==> src/hw/udp_tx_pkg.sv <==
package udp_tx_pkg;

	// --------------------------------------------------
	// Field types
	// --------------------------------------------------

	// One GMII byte
	typedef logic [7:0] byte_t;

	// Lengths, ports, checksum, EtherType
	typedef logic [15:0] word16_t;

	typedef logic [47:0] mac_addr_t;
	typedef logic [31:0] ip_addr_t;
	typedef logic [31:0] crc_t;

	// FIFO word, high byte goes out first
	typedef logic [15:0] pixel_word_t;

	// FIFO words per packet
	typedef logic [10:0] payload_len_t;

	// Header byte position 0..42
	typedef logic [5:0] hdr_idx_t;

	typedef enum logic [2:0] {
		ST_IDLE,
		ST_PREAMBLE,
		ST_SFD,
		ST_HEADER,
		ST_PAYLOAD,
		ST_FCS,
		ST_GAP
	} tx_state_e;

	// --------------------------------------------------
	// Protocol constants
	// --------------------------------------------------

	localparam byte_t PREAMBLE_BYTE = 8'h55;
	localparam byte_t SFD_BYTE      = 8'hD5;
	localparam int    PREAMBLE_LEN  = 7;

	localparam word16_t ETH_TYPE_IPV4 = 16'h0800;

	// Version 4, IHL 5, TOS 0
	localparam word16_t IP_VER_TOS   = 16'h4500;
	// Don't fragment
	localparam word16_t IP_FLAGS     = 16'h4000;
	localparam byte_t   IP_TTL       = 8'h40;
	localparam byte_t   IP_PROTO_UDP = 8'h11;

	localparam int IP_HDR_LEN  = 20;
	localparam int UDP_HDR_LEN = 8;

	localparam byte_t PKT_TYPE_VIDEO = 8'h00;

	// Ethernet 14 + IP 20 + UDP 8 + packet type 1
	localparam int HDR_LEN = 43;

endpackage

==> src/hw/ipv4_checksum.sv <==
module ipv4_checksum #(
	parameter udp_tx_pkg::ip_addr_t SRC_IP = {8'd192, 8'd168, 8'd0, 8'd1},
	parameter udp_tx_pkg::ip_addr_t DST_IP = {8'd192, 8'd168, 8'd0, 8'd2}
) (
	input  logic                fifo_clk,
	input  logic                sys_rst,
	input  logic                frame_start,
	input  udp_tx_pkg::word16_t ip_total_len,
	output udp_tx_pkg::word16_t ip_checksum
);

	logic [19:0]         hdr_sum;
	logic [16:0]         fold_once;
	udp_tx_pkg::word16_t fold_twice;

	// Identification and checksum field are zero and drop out of the sum
	always_comb begin
		hdr_sum = {4'd0, udp_tx_pkg::IP_VER_TOS}
			+ {4'd0, ip_total_len}
			+ {4'd0, udp_tx_pkg::IP_FLAGS}
			+ {4'd0, udp_tx_pkg::IP_TTL, udp_tx_pkg::IP_PROTO_UDP}
			+ {4'd0, SRC_IP[31:16]}
			+ {4'd0, SRC_IP[15:0]}
			+ {4'd0, DST_IP[31:16]}
			+ {4'd0, DST_IP[15:0]};
	end

	// End-around carry, the second fold catches a carry out of the first
	always_comb begin
		fold_once  = {1'b0, hdr_sum[15:0]} + {13'd0, hdr_sum[19:16]};
		fold_twice = fold_once[15:0] + {15'd0, fold_once[16]};
	end

	// Held for the whole frame, header bytes read it much later
	always_ff @(posedge fifo_clk) begin
		if (sys_rst) begin
			ip_checksum <= '0;
		end else if (frame_start) begin
			ip_checksum <= ~fold_twice;
		end
	end

endmodule

==> src/hw/eth_crc32.sv <==
module eth_crc32 (
	input  logic              fifo_clk,
	input  logic              sys_rst,
	input  logic              crc_init,
	input  logic              crc_en,
	input  udp_tx_pkg::byte_t crc_byte,
	input  logic [1:0]        fcs_idx,
	output udp_tx_pkg::byte_t fcs_byte
);

	// Reflected form of 0x04C11DB7
	localparam udp_tx_pkg::crc_t CRC_POLY = 32'hEDB88320;

	udp_tx_pkg::crc_t crc_q;
	udp_tx_pkg::crc_t fcs_word;

	// One byte, LSB first as it goes out on the wire
	function automatic udp_tx_pkg::crc_t crc_step(
		input udp_tx_pkg::crc_t  crc,
		input udp_tx_pkg::byte_t data
	);
		udp_tx_pkg::crc_t c;
		int               i;
		c = crc ^ {24'd0, data};
		for (i = 0; i < 8; i++) begin
			if (c[0]) begin
				c = (c >> 1) ^ CRC_POLY;
			end else begin
				c = c >> 1;
			end
		end
		return c;
	endfunction

	always_ff @(posedge fifo_clk) begin
		if (sys_rst) begin
			crc_q <= '1;
		end else if (crc_init) begin
			crc_q <= '1;
		end else if (crc_en) begin
			crc_q <= crc_step(crc_q, crc_byte);
		end
	end

	// FCS is the complement, least significant byte first
	assign fcs_word = ~crc_q;
	assign fcs_byte = fcs_word[{fcs_idx, 3'b000} +: 8];

	// Init happens on the SFD byte, never while data is folded in
	a_init_not_with_en: assert property (
		@(posedge fifo_clk) disable iff (sys_rst)
		!(crc_init && crc_en)
	);

endmodule

==> src/hw/udp_header_gen.sv <==
module udp_header_gen #(
	parameter udp_tx_pkg::mac_addr_t SRC_MAC      = 48'h00_23_45_67_89_01,
	parameter udp_tx_pkg::mac_addr_t DST_MAC      = 48'h00_23_45_67_89_02,
	parameter udp_tx_pkg::ip_addr_t  SRC_IP       = {8'd192, 8'd168, 8'd0, 8'd1},
	parameter udp_tx_pkg::ip_addr_t  DST_IP       = {8'd192, 8'd168, 8'd0, 8'd2},
	parameter udp_tx_pkg::word16_t   UDP_SRC_PORT = 16'd12344,
	parameter udp_tx_pkg::word16_t   UDP_DST_PORT = 16'd12345
) (
	input  udp_tx_pkg::hdr_idx_t hdr_idx,
	input  udp_tx_pkg::word16_t  ip_total_len,
	input  udp_tx_pkg::word16_t  udp_len,
	input  udp_tx_pkg::word16_t  ip_checksum,
	output udp_tx_pkg::byte_t    hdr_byte
);

	// All fields go out in network order, MSB byte first
	always_comb begin
		case (hdr_idx)
			// --------------------------------------------------
			// Ethernet header
			// --------------------------------------------------
			6'd0:  hdr_byte = DST_MAC[47:40];
			6'd1:  hdr_byte = DST_MAC[39:32];
			6'd2:  hdr_byte = DST_MAC[31:24];
			6'd3:  hdr_byte = DST_MAC[23:16];
			6'd4:  hdr_byte = DST_MAC[15:8];
			6'd5:  hdr_byte = DST_MAC[7:0];
			6'd6:  hdr_byte = SRC_MAC[47:40];
			6'd7:  hdr_byte = SRC_MAC[39:32];
			6'd8:  hdr_byte = SRC_MAC[31:24];
			6'd9:  hdr_byte = SRC_MAC[23:16];
			6'd10: hdr_byte = SRC_MAC[15:8];
			6'd11: hdr_byte = SRC_MAC[7:0];
			6'd12: hdr_byte = udp_tx_pkg::ETH_TYPE_IPV4[15:8];
			6'd13: hdr_byte = udp_tx_pkg::ETH_TYPE_IPV4[7:0];
			// --------------------------------------------------
			// IPv4 header
			// --------------------------------------------------
			6'd14: hdr_byte = udp_tx_pkg::IP_VER_TOS[15:8];
			6'd15: hdr_byte = udp_tx_pkg::IP_VER_TOS[7:0];
			6'd16: hdr_byte = ip_total_len[15:8];
			6'd17: hdr_byte = ip_total_len[7:0];
			// Identification is always zero
			6'd18: hdr_byte = 8'h00;
			6'd19: hdr_byte = 8'h00;
			6'd20: hdr_byte = udp_tx_pkg::IP_FLAGS[15:8];
			6'd21: hdr_byte = udp_tx_pkg::IP_FLAGS[7:0];
			6'd22: hdr_byte = udp_tx_pkg::IP_TTL;
			6'd23: hdr_byte = udp_tx_pkg::IP_PROTO_UDP;
			6'd24: hdr_byte = ip_checksum[15:8];
			6'd25: hdr_byte = ip_checksum[7:0];
			6'd26: hdr_byte = SRC_IP[31:24];
			6'd27: hdr_byte = SRC_IP[23:16];
			6'd28: hdr_byte = SRC_IP[15:8];
			6'd29: hdr_byte = SRC_IP[7:0];
			6'd30: hdr_byte = DST_IP[31:24];
			6'd31: hdr_byte = DST_IP[23:16];
			6'd32: hdr_byte = DST_IP[15:8];
			6'd33: hdr_byte = DST_IP[7:0];
			// --------------------------------------------------
			// UDP header and packet type
			// --------------------------------------------------
			6'd34: hdr_byte = UDP_SRC_PORT[15:8];
			6'd35: hdr_byte = UDP_SRC_PORT[7:0];
			6'd36: hdr_byte = UDP_DST_PORT[15:8];
			6'd37: hdr_byte = UDP_DST_PORT[7:0];
			6'd38: hdr_byte = udp_len[15:8];
			6'd39: hdr_byte = udp_len[7:0];
			// UDP checksum unused
			6'd40: hdr_byte = 8'h00;
			6'd41: hdr_byte = 8'h00;
			6'd42: hdr_byte = udp_tx_pkg::PKT_TYPE_VIDEO;
			default: hdr_byte = 8'h00;
		endcase
	end

endmodule

==> src/hw/gmii_frame_seq.sv <==
module gmii_frame_seq #(
	parameter int unsigned IFG_BYTES = 12
) (
	input  logic                    fifo_clk,
	input  logic                    sys_rst,
	input  logic                    frame_ready,
	input  udp_tx_pkg::payload_len_t payload_words,
	input  udp_tx_pkg::pixel_word_t fifo_data,
	input  logic                    fifo_empty,
	output logic                    fifo_rd_en,
	output udp_tx_pkg::byte_t       txd,
	output logic                    tx_en,
	output logic                    frame_start,
	output udp_tx_pkg::word16_t     ip_total_len,
	output udp_tx_pkg::word16_t     udp_len,
	output udp_tx_pkg::hdr_idx_t    hdr_idx,
	input  udp_tx_pkg::byte_t       hdr_byte,
	output logic                    crc_init,
	output logic                    crc_en,
	output udp_tx_pkg::byte_t       crc_byte,
	output logic [1:0]              fcs_idx,
	input  udp_tx_pkg::byte_t       fcs_byte
);

	udp_tx_pkg::tx_state_e    state;
	logic [15:0]              byte_cnt;
	udp_tx_pkg::payload_len_t words_q;
	udp_tx_pkg::word16_t      payload_bytes;
	logic                     start_ok;
	logic                     last_byte;

	assign start_ok = frame_ready & ~fifo_empty;

	// --------------------------------------------------
	// Lengths fixed for the frame
	// --------------------------------------------------
	assign payload_bytes = {4'd0, words_q, 1'b0};
	// The extra byte is the packet type
	assign ip_total_len = udp_tx_pkg::word16_t'(udp_tx_pkg::IP_HDR_LEN
		+ udp_tx_pkg::UDP_HDR_LEN + 1) + payload_bytes;
	assign udp_len = udp_tx_pkg::word16_t'(udp_tx_pkg::UDP_HDR_LEN + 1) + payload_bytes;

	// Checksum is taken on the first preamble byte
	assign frame_start = (state == udp_tx_pkg::ST_PREAMBLE) && (byte_cnt == 16'd0);

	// Last byte of each phase
	// Single-cycle states count as done at once
	always_comb begin
		case (state)
			udp_tx_pkg::ST_PREAMBLE:
				last_byte = byte_cnt == 16'(udp_tx_pkg::PREAMBLE_LEN - 1);
			udp_tx_pkg::ST_HEADER:
				last_byte = byte_cnt == 16'(udp_tx_pkg::HDR_LEN - 1);
			udp_tx_pkg::ST_PAYLOAD:
				last_byte = byte_cnt == payload_bytes - 16'd1;
			udp_tx_pkg::ST_FCS:
				last_byte = byte_cnt == 16'd3;
			udp_tx_pkg::ST_GAP:
				last_byte = byte_cnt == 16'(IFG_BYTES - 1);
			default:
				last_byte = 1'b1;
		endcase
	end

	// --------------------------------------------------
	// State and byte counter
	// --------------------------------------------------
	always_ff @(posedge fifo_clk) begin
		if (sys_rst) begin
			state    <= udp_tx_pkg::ST_IDLE;
			byte_cnt <= '0;
			words_q  <= '0;
		end else begin
			byte_cnt <= last_byte ? 16'd0 : byte_cnt + 16'd1;
			case (state)
				udp_tx_pkg::ST_IDLE: begin
					if (start_ok) begin
						words_q <= payload_words;
						state   <= udp_tx_pkg::ST_PREAMBLE;
					end
				end
				udp_tx_pkg::ST_PREAMBLE: begin
					if (last_byte) begin
						state <= udp_tx_pkg::ST_SFD;
					end
				end
				udp_tx_pkg::ST_SFD: begin
					state <= udp_tx_pkg::ST_HEADER;
				end
				udp_tx_pkg::ST_HEADER: begin
					// Empty payload goes straight to the FCS
					if (last_byte) begin
						state <= (words_q == '0) ? udp_tx_pkg::ST_FCS : udp_tx_pkg::ST_PAYLOAD;
					end
				end
				udp_tx_pkg::ST_PAYLOAD: begin
					if (last_byte) begin
						state <= udp_tx_pkg::ST_FCS;
					end
				end
				udp_tx_pkg::ST_FCS: begin
					if (last_byte) begin
						state <= udp_tx_pkg::ST_GAP;
					end
				end
				udp_tx_pkg::ST_GAP: begin
					if (last_byte) begin
						state <= udp_tx_pkg::ST_IDLE;
					end
				end
				default: state <= udp_tx_pkg::ST_IDLE;
			endcase
		end
	end

	// --------------------------------------------------
	// Output byte select
	// --------------------------------------------------
	always_comb begin
		txd        = 8'h00;
		tx_en      = 1'b0;
		fifo_rd_en = 1'b0;
		crc_init   = 1'b0;
		crc_en     = 1'b0;
		case (state)
			udp_tx_pkg::ST_PREAMBLE: begin
				txd   = udp_tx_pkg::PREAMBLE_BYTE;
				tx_en = 1'b1;
			end
			udp_tx_pkg::ST_SFD: begin
				txd      = udp_tx_pkg::SFD_BYTE;
				tx_en    = 1'b1;
				crc_init = 1'b1;
			end
			udp_tx_pkg::ST_HEADER: begin
				txd    = hdr_byte;
				tx_en  = 1'b1;
				crc_en = 1'b1;
			end
			udp_tx_pkg::ST_PAYLOAD: begin
				// High byte first and the word pops with the low byte
				txd        = byte_cnt[0] ? fifo_data[7:0] : fifo_data[15:8];
				tx_en      = 1'b1;
				crc_en     = 1'b1;
				fifo_rd_en = byte_cnt[0];
			end
			udp_tx_pkg::ST_FCS: begin
				txd   = fcs_byte;
				tx_en = 1'b1;
			end
			default: ;
		endcase
	end

	assign crc_byte = txd;
	assign hdr_idx  = byte_cnt[5:0];
	assign fcs_idx  = byte_cnt[1:0];

	// Source must keep the FIFO filled for the whole payload
	a_no_read_when_empty: assert property (
		@(posedge fifo_clk) disable iff (sys_rst)
		fifo_rd_en |-> !fifo_empty
	);

	// Gap and the idle cycle after it keep the line quiet
	a_quiet_in_gap: assert property (
		@(posedge fifo_clk) disable iff (sys_rst)
		$fell(tx_en) |-> !tx_en [* IFG_BYTES + 1]
	);

endmodule

==> src/hw/udp_video_tx.sv <==
module udp_video_tx #(
	parameter udp_tx_pkg::mac_addr_t SRC_MAC      = 48'h00_23_45_67_89_01,
	parameter udp_tx_pkg::mac_addr_t DST_MAC      = 48'h00_23_45_67_89_02,
	parameter udp_tx_pkg::ip_addr_t  SRC_IP       = {8'd192, 8'd168, 8'd0, 8'd1},
	parameter udp_tx_pkg::ip_addr_t  DST_IP       = {8'd192, 8'd168, 8'd0, 8'd2},
	parameter udp_tx_pkg::word16_t   UDP_SRC_PORT = 16'd12344,
	parameter udp_tx_pkg::word16_t   UDP_DST_PORT = 16'd12345,
	parameter int unsigned           IFG_BYTES    = 12
) (
	input  logic                     fifo_clk,
	input  logic                     sys_rst,
	input  logic                     frame_ready,
	input  udp_tx_pkg::payload_len_t payload_words,
	input  udp_tx_pkg::pixel_word_t  fifo_data,
	input  logic                     fifo_empty,
	output logic                     fifo_rd_en,
	output udp_tx_pkg::byte_t        txd,
	output logic                     tx_en
);

	logic                  frame_start;
	udp_tx_pkg::word16_t   ip_total_len;
	udp_tx_pkg::word16_t   udp_len;
	udp_tx_pkg::word16_t   ip_checksum;
	udp_tx_pkg::hdr_idx_t  hdr_idx;
	udp_tx_pkg::byte_t     hdr_byte;
	logic                  crc_init;
	logic                  crc_en;
	udp_tx_pkg::byte_t     crc_byte;
	logic [1:0]            fcs_idx;
	udp_tx_pkg::byte_t     fcs_byte;

	gmii_frame_seq #(
		.IFG_BYTES(IFG_BYTES)
	) u_gmii_frame_seq (
		.fifo_clk     (fifo_clk),
		.sys_rst      (sys_rst),
		.frame_ready  (frame_ready),
		.payload_words(payload_words),
		.fifo_data    (fifo_data),
		.fifo_empty   (fifo_empty),
		.fifo_rd_en   (fifo_rd_en),
		.txd          (txd),
		.tx_en        (tx_en),
		.frame_start  (frame_start),
		.ip_total_len (ip_total_len),
		.udp_len      (udp_len),
		.hdr_idx      (hdr_idx),
		.hdr_byte     (hdr_byte),
		.crc_init     (crc_init),
		.crc_en       (crc_en),
		.crc_byte     (crc_byte),
		.fcs_idx      (fcs_idx),
		.fcs_byte     (fcs_byte)
	);

	ipv4_checksum #(
		.SRC_IP(SRC_IP),
		.DST_IP(DST_IP)
	) u_ipv4_checksum (
		.fifo_clk    (fifo_clk),
		.sys_rst     (sys_rst),
		.frame_start (frame_start),
		.ip_total_len(ip_total_len),
		.ip_checksum (ip_checksum)
	);

	udp_header_gen #(
		.SRC_MAC     (SRC_MAC),
		.DST_MAC     (DST_MAC),
		.SRC_IP      (SRC_IP),
		.DST_IP      (DST_IP),
		.UDP_SRC_PORT(UDP_SRC_PORT),
		.UDP_DST_PORT(UDP_DST_PORT)
	) u_udp_header_gen (
		.hdr_idx     (hdr_idx),
		.ip_total_len(ip_total_len),
		.udp_len     (udp_len),
		.ip_checksum (ip_checksum),
		.hdr_byte    (hdr_byte)
	);

	eth_crc32 u_eth_crc32 (
		.fifo_clk(fifo_clk),
		.sys_rst (sys_rst),
		.crc_init(crc_init),
		.crc_en  (crc_en),
		.crc_byte(crc_byte),
		.fcs_idx (fcs_idx),
		.fcs_byte(fcs_byte)
	);

endmodule

==> config.mk <==
export PLATFORM = sky130hd
export DESIGN_NAME = udp_video_tx
export DESIGN_NICKNAME = d
export VERILOG_FILES = /design/src/hw/udp_tx_pkg.sv /design/src/hw/ipv4_checksum.sv /design/src/hw/eth_crc32.sv /design/src/hw/udp_header_gen.sv /design/src/hw/gmii_frame_seq.sv /design/src/hw/udp_video_tx.sv
export SDC_FILE = /design/constraint.sdc
export NUM_CORES = 1
export LEC_CHECK = 0
export BUFFER_PORTS_ARGS = -buffer_cell sky130_fd_sc_hd__buf_2
export CAP_MARGIN = 20
export CORE_ASPECT_RATIO = 1.25
export CORE_MARGIN = 2
export CORE_UTILIZATION = 60
export DETAILED_ROUTE_END_ITERATION = 10
export PLACE_DENSITY = 0.79
export SLEW_MARGIN = 20
export SYNTH_ARGS = -nofsm -noshare
export SYNTH_HDL_FRONTEND = slang
export SYNTH_SLANG_ARGS = --single-unit
==> constraint.sdc <==
create_clock -name fifo_clk -period 11 [get_ports fifo_clk]
set_input_delay 0.55 -clock fifo_clk [delete_from_list [all_inputs] [get_ports fifo_clk]]
set_output_delay 0.55 -clock fifo_clk [all_outputs]
set_load 0.005 [all_outputs]
* After elaboration in Yosys (flattened, before gate mapping) *
Index checks and enable logic that the tools add are counted.

cells by class
  add/sub/neg operators = 13
  bitwise logic cells = 13
  equal/unequal tests = 48
  shifts and indexed selects = 1
  reductions and logical operators = 20
  multiplexer cells = 45

operators by type and width
  kind                    count
  $mux 32                 29
  $pmux 8 s20             1
  $not 13->14             8
  $eq 6x5->1 const B      12
  $eq 6x6->1 const B      7
  $add 20x15->20 const B  2
  $add 20x16->20 const B  2
  $pmux 8 s5              1
  $eq 6x4->1 const B      6
  $not 32->32             1
  $shiftx 32x6->8         1
  $xor 32x8->32           1
  $reduce_or 2->1         12
  $pmux 3 s7              1
  $add 20x1->20 const B   1
  $add 20x2->20 const B   1
  $eq 6x3->1 const B      3
  $mux 3                  6
  $add 16x4->17           1
  $add 15x13->16 const A  1
  $add 16x1->16           1
  $add 16x1->16 const B   1
  $eq 16x16->1            1
  $eq 16x2->1 const B     1
  other kinds (26)        39

storage, ports and cells
  output and inout port bits = 10
  input bits = 31
  register bits = 78
  word-level logic and storage cells = 145

* Depth between registers and ports, before layout *
Gate-level depths: netlist of run 1.

  word-level depth = 42
  gate-level depth with buffers = 16
  gate-level depth less buffers = 14

* By module *
Synthesis of run 1 repeated with hierarchy kept, for this count alone.

unflattened totals
  cell total of the unflattened synthesis = 918
  area total of the unflattened synthesis = 7,363.3 um^2

by module, submodules not included
  module          sequential area each (um^2)  area an instance (um^2)  cells each  times used
  gmii_frame_seq  600.6                        2,815.2                  362         1
  eth_crc32       640.6                        2,092.0                  220         1
  ipv4_checksum   320.3                        1,677.9                  221         1
  udp_header_gen  0.0                          778.2                    115         1

* Worst setup path before layout of run 1 *
No wires, ideal clock.

  path kind = reg-to-reg
  start = register u_gmii_frame_seq.byte_cnt[0]
  end = register u_eth_crc32.crc_q[25]
  data required time = 10,859 ps
  arrival time = 3,639 ps
  stages on the path, launching flop included = 16
  slack = 7,220 ps
  setup time = 141 ps
  cell sequence = dfxtp_1 -> buf_6 -> buf_6 -> buf_2 -> inv_1 -> ha_1 -> nor4b_1 -> a2111oi_0 -> a2111oi_0 -> o211ai_1 -> o2bb2ai_2 -> xor2_4 -> xor3_1 -> xnor2_1 -> xnor2_1 -> o211ai_1

RTL lines
  element                                                       line                   source
  start: declaration                                            gmii_frame_seq.sv:26   logic [15:0] byte_cnt;
  start signal: assignment                                      gmii_frame_seq.sv:74   byte_cnt <= last_byte ? 16'd0 : byte_cnt + 16'd1;
  $eq 6x2->1, or another cell as far along                      udp_header_gen.sv:18   case (hdr_idx)
  $reduce_or 3->1 (no line) or $reduce_or 2->1 (tied branches)  -
  $pmux 8 s20                                                   udp_header_gen.sv:18
  $pmux 8 s5 *                                                  gmii_frame_seq.sv:125  case (state)
  via txd[2]                                                    udp_video_tx.sv:17     output udp_tx_pkg::byte_t txd,
  $xor 32x8->32 *                                               eth_crc32.sv:24        c = crc ^ {24'd0, data};
  $mux 32 *                                                     eth_crc32.sv:26        if (c[0]) begin
  $mux 32 *                                                     eth_crc32.sv:40        end else if (crc_en) begin
  [... 22 more ...]                                             -
  $mux 32 *                                                     eth_crc32.sv:38        end else if (crc_init) begin
  $mux 32 *                                                     eth_crc32.sv:36        if (sys_rst) begin
  $not 13->14 (no line)                                         -
  $mux 32 *                                                     eth_crc32.sv:26
  $mux 32 *                                                     eth_crc32.sv:40
  $mux 32 *                                                     eth_crc32.sv:38
  $mux 32 *                                                     eth_crc32.sv:36
  $mux 32 *                                                     eth_crc32.sv:26
  end signal: assignment                                        eth_crc32.sv:41        crc_q <= crc_step(crc_q, crc_byte);
  end: declaration                                              eth_crc32.sv:14        udp_tx_pkg::crc_t crc_q;

Mark *: on every way through the listed nets, which the timed path passes. The rest lies on a longest branch. The select of a mux whose other input is x is not followed.
A chain may end at the register's enable or synchronous reset.

* Final worst setup path of run 1 *
  start = register u_gmii_frame_seq.byte_cnt[1]
  end = register u_eth_crc32.crc_q[19]

on the way
  word-level cells in the longest chain between the ends = 39

RTL lines
  element                                                       line
  $eq 6x2->1, or another cell as far along                      udp_header_gen.sv:18
  $reduce_or 3->1 (no line) or $reduce_or 2->1 (tied branches)  -
  $pmux 8 s20                                                   udp_header_gen.sv:18
  $pmux 8 s5 *                                                  gmii_frame_seq.sv:125
  $xor 32x8->32 *                                               eth_crc32.sv:24
  $mux 32 *                                                     eth_crc32.sv:26
  $mux 32 *                                                     eth_crc32.sv:40
  $mux 32 *                                                     eth_crc32.sv:38
  [... 23 more ...]                                             -
  $mux 32 *                                                     eth_crc32.sv:36
  $not 13->14 (no line)                                         -
  $mux 32 *                                                     eth_crc32.sv:26
  $mux 32 *                                                     eth_crc32.sv:40
  $mux 32 *                                                     eth_crc32.sv:38
  $mux 32 *                                                     eth_crc32.sv:36
  $not 13->14 (no line)                                         -
  $mux 32 *                                                     eth_crc32.sv:26

Mark *: on every way between the ends. The rest lies on a longest branch, timed or not. The select of a mux whose other input is x is not followed.

==> flow_summary.toml, run 1 <==
[clocking]
cts_tree = "built"
cts.path.max_buffers = 2
clock_latency_ps = 360
cts-hold-fix-buffers = 0
clk_root_buffer_cell = "clkbuf_16"
numClockSinks = 78
post_cts_buffers = 0
cts-resized-gates = 0
cts_htree_levels = 3
path_clk_slew_ps = 70
cts_buffers = 9

[synthesis]
syn_area_um2 = 6830
synthAdderAreaFrac = 0.0348
synthTopCellsByArea = "dfxtp_1, xnor2_1, nor2_1, xor2_1, mux2i_1"
synth-simple-area-share = 0.246
postSynthCellCount = 845
synth-main-ff-cell = "dfxtp_1"
synth_top_family_by_area = "simple AND/OR/NAND/NOR gates"
synth_cell_types = 89
avgSynthCellArea_um2 = 8.08
ys_ff_latch = 78
synth_top_area_cell = "dfxtp_1"
yosysWarnings = 0
synth_top_area_frac = 0.229
synth-xor-area-share = 0.182
synthMuxAreaShare = 0.0680
synthArstFlopShare = 0
synth_compound_area_frac = 0.183
ys_seq_area_frac = 0.229
syn-num-nets = 895
synth_edf_count = 0

[setup_path]
cp-end-kind = "flop"
cpMostUsedCell = "xor2_1"
worstSetupPathType = "flop to flop"
reg2reg_slack_ps = 6510
worstReg2RegEnd = "u_eth_crc32.crc_q[19]$_SDFFE_PP1P_"
path_depth = 12
crit_path_start_kind = "flop"
r2r_cells = 12
path_cells = "inv_1 -> ha_1 -> nor4b_1 -> a2111oi_0 -> a311o_1 -> o311ai_0 -> o211ai_2 -> xor3_2 -> xor2_2 -> xor2_1 -> xor2_1 -> o211ai_1"
crit_path_start = "u_gmii_frame_seq.byte_cnt[1]$_SDFF_PP0_"
cp.required_ps = 11200
crit_family = "compound AO/OA/AOI/OAI gates"
cp-endpoint = "u_eth_crc32.crc_q[19]$_SDFFE_PP1P_"
worstReg2RegStart = "u_gmii_frame_seq.byte_cnt[1]$_SDFF_PP0_"
critPathMaxStageDelay_ps = 790
path_max_fanout = 17
arrival_ps = 4690
crit_slowest_cell = "dfxtp_1"
cp_num_buf_inv = 1

[sta]
fmax_mhz = 223
whs_ps = 419
tns_ps = 0
skew_ps = 9.54
rsz0062_at_grt = "no"
min_period_over_period = 0.408
slew_violations = 0
slew_headroom = 0.320
setup_viol = 0
worstMarginPinSlew_ps = 1020
fin_ws_ps = 6510
period_minus_slack_ps = 4490
hold_violations = 0

[outcome]
status = "finished, final reports clean"

[grt]
track_usage = 0.321
grt_pass1_wl_mm = 31.1
overflow = 0
antenna_found_initial = 0
first_global_vias = 6224
grt_max_degree = 51

[layout]
antenna_cells = 0
area_growth_pct = 6.63
final_cell_mix = "nor2_1, xnor2_1, dfxtp_1"
final_cell_count_no_fill = 982
final_common_cell = "nor2_1"
num-nets-final = 892
drive_above_1_share = 0.123

[floorplanning]
io_pins = 41
die_h_um = 123
start_util = 0.616
fp.dieArea_um2 = 12300
die_x_um = 99.4
core_um2 = 11100
rows = 43

[power_and_ir_drop]
power_density_nw_per_um2 = 218
cellLeakagePower_nw = 2.80
fin_total_pwr_w = 0.00159
ir_drop_mv = 0.204

[placement]
pre_cts_ws_ps = 6600
dp.cells = 966
dp_hpwl_mm = 13.9
io_buffers = 40
place_congestion = 1.00

[detailed_routing]
vias = 6391
avgRoutedWirePerCell_um = 19.7
drt-total-wl_mm = 19.3
initialDrtViolationCount = 546
via_per_inst = 6.51
ant_nets = 0
drc_errors = 0
first_pass_iters = 9

[flow_run]
maxCapViolCount = 0

[min_path]
min_path_type = "primary input to flop"
-- how the worst min path moves through the flow --
| stage | from | to | slack, ps | cells past startpoint |
|---|---|---|---|---|
| floorplan | u_ipv4_checksum.ip_checksum[15]$_SDFFE_PP0P_ | u_ipv4_checksum.ip_checksum[15]$_SDFFE_PP0P_ | 440 | 2 |
| global placement | u_ipv4_checksum.ip_checksum[15]$_SDFFE_PP0P_ | u_ipv4_checksum.ip_checksum[15]$_SDFFE_PP0P_ | 460 | 2 |
| detailed placement | u_ipv4_checksum.ip_checksum[15]$_SDFFE_PP0P_ | u_ipv4_checksum.ip_checksum[15]$_SDFFE_PP0P_ | 470 | 2 |
| CTS | payload_words[2] | u_gmii_frame_seq.words_q[2]$_SDFFE_PP0P_ | 430 | 3 |
| global route | payload_words[2] | u_gmii_frame_seq.words_q[2]$_SDFFE_PP0P_ | 450 | 3 |
| finish | payload_words[0] | u_gmii_frame_seq.words_q[0]$_SDFFE_PP0P_ | 420 | 3 |
-- per-stage QoR --
| step | instance area [um^2] | utilization |
|---|---|---|
| global placement | 6970 | 0.629 |
| floorplan | 6830 | - |
| detailed placement | 6970 | 0.629 |
| finish | 7280 | 0.657 |
| global route | 7280 | 0.657 |
| CTS | 7280 | 0.657 |
-- synthesized netlist by cell type (6+ instances only) --
| cell type | instances |
|---|---|
| nand2_1 | 64 |
| nand3b_1 | 8 |
| inv_1 | 24 |
| nand4_1 | 8 |
| ha_1 | 19 |
| or2_2 | 6 |
| a211oi_1 | 8 |
| nor2b_1 | 11 |
| nor3b_1 | 6 |
| dfxtp_1 | 78 |
| a21oi_1 | 25 |
| o21ai_0 | 29 |
| and3_1 | 8 |
| a21o_1 | 6 |
| xor2_2 | 6 |
| xnor2_1 | 79 |
| buf_2 | 13 |
| buf_4 | 8 |
| o31ai_1 | 6 |
| nor3_1 | 13 |
| nor4_1 | 9 |
| clkbuf_1 | 32 |
| a22oi_1 | 6 |
| o211ai_1 | 28 |
| nand2b_1 | 13 |
| mux4_2 | 8 |
| xor2_1 | 31 |
| nand3_1 | 31 |
| mux2i_1 | 25 |
| nor2_1 | 107 |
| a31oi_1 | 12 |
-- worst min-delay path, cell delays in order --
cell,delay [ps]
buf_2,70
mux2i_1,50
nor2_1,70
-- logic make-up after synthesis --
kind of cell | after synthesis
buffers and inverters | 85
other | 1
AOI/OAI and AO/OA | 175
xor gates and xnor gates | 124
muxes | 36
and+or+nand+nor | 327
adders and majority gates | 19
DFF | 78
-- routing by layer --
metal  GRT usage  wire [um]  up-vias
met5           0          0        -
met4       0.194       1140        0
met3      0.0582       1240       90
met2       0.564       9540      282
met1       0.362       7400     3021
li1            -          -     2998
-- flip-flops by register name (all words and copies together) (netlist names) --
signal / flops
u_eth_crc32.crc_q: 32
u_gmii_frame_seq.byte_cnt: 16
u_ipv4_checksum.ip_checksum: 16
u_gmii_frame_seq.words_q: 11
u_gmii_frame_seq.state: 3
-- power by group --
group	switching [W]	leakage [nW]	internal, W
clock	0.000132	0.152	0.000199
sequential	0.0000711	0.634	0.000329
combinational	0.000482	2.01	0.000376
-- cell type report --
type                    count  area, um^2
repair buffers             46         245
multi-input cells         682        4900
inverters                  25        93.8
fillers                   945        3800
flip-flops and latches     78        1560
well taps                 135         169
clock inverters             6        86.3
clock buffers              10         229
(Power assumes the default switching activity.)
==> inputs of run 2 (changes only) <==
- CORE_UTILIZATION: 60 -> 57
- PLACE_DENSITY: 0.79 -> 0.78
- clock period: 11 -> 3.9 ns (I/O delays scaled with it)
==> run 2 against run 1 <==
Compared with the run above: total power rose to 2.9 times the previous value; count of clock-buffer cells in the layout down 1; final cell count up 6.3%; maximum frequency up 20%; via count up 1.4%; core utilization down 0.18 points; critical path depth up 1; final area up 5.0%; clock power rose to 2.8 times the previous value; global-route usage down 0.47 points; register-to-register slack worse by 6300 ps; combinational power rose to 3.1 times the previous value.
==> flow_summary.toml, run 2 (synthesized netlist as in run 1, its figures left out) <==
[setup_path]
worstSetupPathType = "flop to flop"
worstReg2RegEnd = "u_eth_crc32.crc_q[19]$_SDFFE_PP1P_"
path_cells = "inv_1 -> ha_1 -> a21boi_2 -> xnor2_1 -> nor2_1 -> o41ai_1 -> a21oi_1 -> xor2_2 -> buf_4 -> xor2_2 -> xor2_1 -> xor2_1 -> o211ai_1"
r2r_cells = 13
crit_family = "XOR/XNOR gates"
cp.required_ps = 4110
critPathMaxStageDelay_ps = 590
worstReg2RegStart = "u_gmii_frame_seq.words_q[2]$_SDFFE_PP0P_"
crit_path_start_kind = "flop"
cp_num_buf_inv = 2
cp-end-kind = "flop"
arrival_ps = 3940
path_max_fanout = 8
reg2reg_slack_ps = 170
crit_slowest_cell = "xnor2_1"

[grt]
track_usage = 0.317
grt_pass1_wl_mm = 32.2
antenna_found_initial = 0
overflow = 0
first_global_vias = 6304
grt_max_degree = 51

[power_and_ir_drop]
fin_total_pwr_w = 0.00465
power_density_nw_per_um2 = 608
ir_drop_mv = 0.548
cellLeakagePower_nw = 3.00

[layout]
fillers = 990
final_cell_mix = "nor2_1, xnor2_1, dfxtp_1"
largest_register_ff_count = 32
final_common_cell = "nor2_1"
area_growth_pct = 12.0
num-nets-final = 928
reg.largest.list = "u_eth_crc32.crc_q (32), u_gmii_frame_seq.byte_cnt (16), u_ipv4_checksum.ip_checksum (16)"
drive_above_1_share = 0.169
antenna_cells = 0
final_cell_count_no_fill = 1044
regMostFlops = "u_eth_crc32.crc_q"

[clocking]
cts_htree_levels = 3
numClockSinks = 78
post_cts_buffers = 0
cts_buffers = 9
clock_latency_ps = 340
cts-hold-fix-buffers = 0
cts_tree = "built"
path_clk_slew_ps = 70
cts.path.max_buffers = 2
clk_root_buffer_cell = "clkbuf_16"

[sta]
hold_violations = 0
period_minus_slack_ps = 3730
slew_headroom = 0.520
skew_ps = 10.6
slew_violations = 0
min_period_over_period = 0.957
fmax_mhz = 268
worstMarginPinSlew_ps = 717
setup_viol = 0

[min_path]
hold_depth = 3
min_path_type = "primary input to flop"
hp-start = "payload_words[8]"
min_to = "u_gmii_frame_seq.words_q[8]$_SDFFE_PP0P_"

[outcome]
status = "finished, final reports clean"

[placement]
dp.cells = 1028
place_congestion = 0.982
io_buffers = 40
dp_hpwl_mm = 15.2

[detailed_routing]
ant_nets = 0
drc_errors = 0
initialDrtViolationCount = 457
via_per_inst = 6.21
avgRoutedWirePerCell_um = 19.2
vias = 6483
drt-total-wl_mm = 20.0
first_pass_iters = 6

[floorplanning]
die_h_um = 126
core_um2 = 11700
fp.dieArea_um2 = 12900
start_util = 0.585
rows = 44
die_x_um = 102
io_pins = 41

[flow_run]
maxCapViolCount = 0
## run 2: changes by cell type in the layout (fill, tap and decap cells not counted), sizes merged
cell and delta:
clkinvlp -1, clkinv -3, clkbuf -1, inv +6, bufinv -1, buf +36
## run 2: how the worst max path moves through the flow
stage	from	end	slack, ps	cells past startpoint
2_1_floorplan	u_gmii_frame_seq.byte_cnt[0]$_SDFF_PP0_	u_eth_crc32.crc_q[25]$_SDFFE_PP1P_	120	15
3_3_place_gp	u_gmii_frame_seq.byte_cnt[0]$_SDFF_PP0_	u_eth_crc32.crc_q[4]$_SDFFE_PP1P_	70	13
3_5_place_dp	u_gmii_frame_seq.byte_cnt[1]$_SDFF_PP0_	u_eth_crc32.crc_q[26]$_SDFFE_PP1P_	-20	13
4_1_cts	u_gmii_frame_seq.byte_cnt[0]$_SDFF_PP0_	u_eth_crc32.crc_q[4]$_SDFFE_PP1P_	30	13
5_1_grt	u_gmii_frame_seq.byte_cnt[0]$_SDFF_PP0_	u_eth_crc32.crc_q[20]$_SDFFE_PP1P_	-10	13
6_report	u_gmii_frame_seq.words_q[2]$_SDFFE_PP0P_	u_eth_crc32.crc_q[19]$_SDFFE_PP1P_	170	13
## run 2: power breakdown
group          switching [W]  leakage [nW]  internal, W  total [W]
Sequential          0.000145         0.634     0.000926    0.00107
Clock               0.000396         0.155     0.000515   0.000911
Combinational        0.00148          2.21      0.00119    0.00267
## run 2: final cells by class
class,count,area (um^2),share of cell area
multi-input combinational,682,4950,0.647
sequential,78,1560,0.204
timing repair buffer,82,528,0.0690
clock buffer,9,225,0.0294
tap,161,201,0.0263
inverter,25,93.8,0.0123
clock inverter,7,87.6,0.0115
## run 2: per-stage QoR
step	setup slack (ps)	area, um^2	hold WS [ps]	TNS [ps]	utilization
after global placement	65.8	7280	422	0	0.624
after floorplan	120	6830	339	0	-
after CTS	33.7	7590	69.7	0	0.651
after detailed placement	-21.9	7280	435	-41.1	0.624
after global routing	-15.0	7650	89.2	-15.0	0.655
final	166	7650	79.6	0	0.655
## run 2: timing repair
action                                  CTS  global route
endpoints found under the hold margin     0             0
resized for setup                         1            10
endpoints found under the setup margin    2             9
## run 2: tightest hold or removal path, cell delays in order
cell     delay (ps)
buf_2            70
mux2i_1          50
nor2_1           70
## run 2: metal layers
metal | global-route usage | part of all wire | up-vias
met3 | 0.0485 | 0.057 | 62
met5 | 0 | 0 | -
met2 | 0.561 | 0.52 | 259
met4 | 0.150 | 0.045 | 0
met1 | 0.367 | 0.38 | 3098
li1 | - | - | 3064
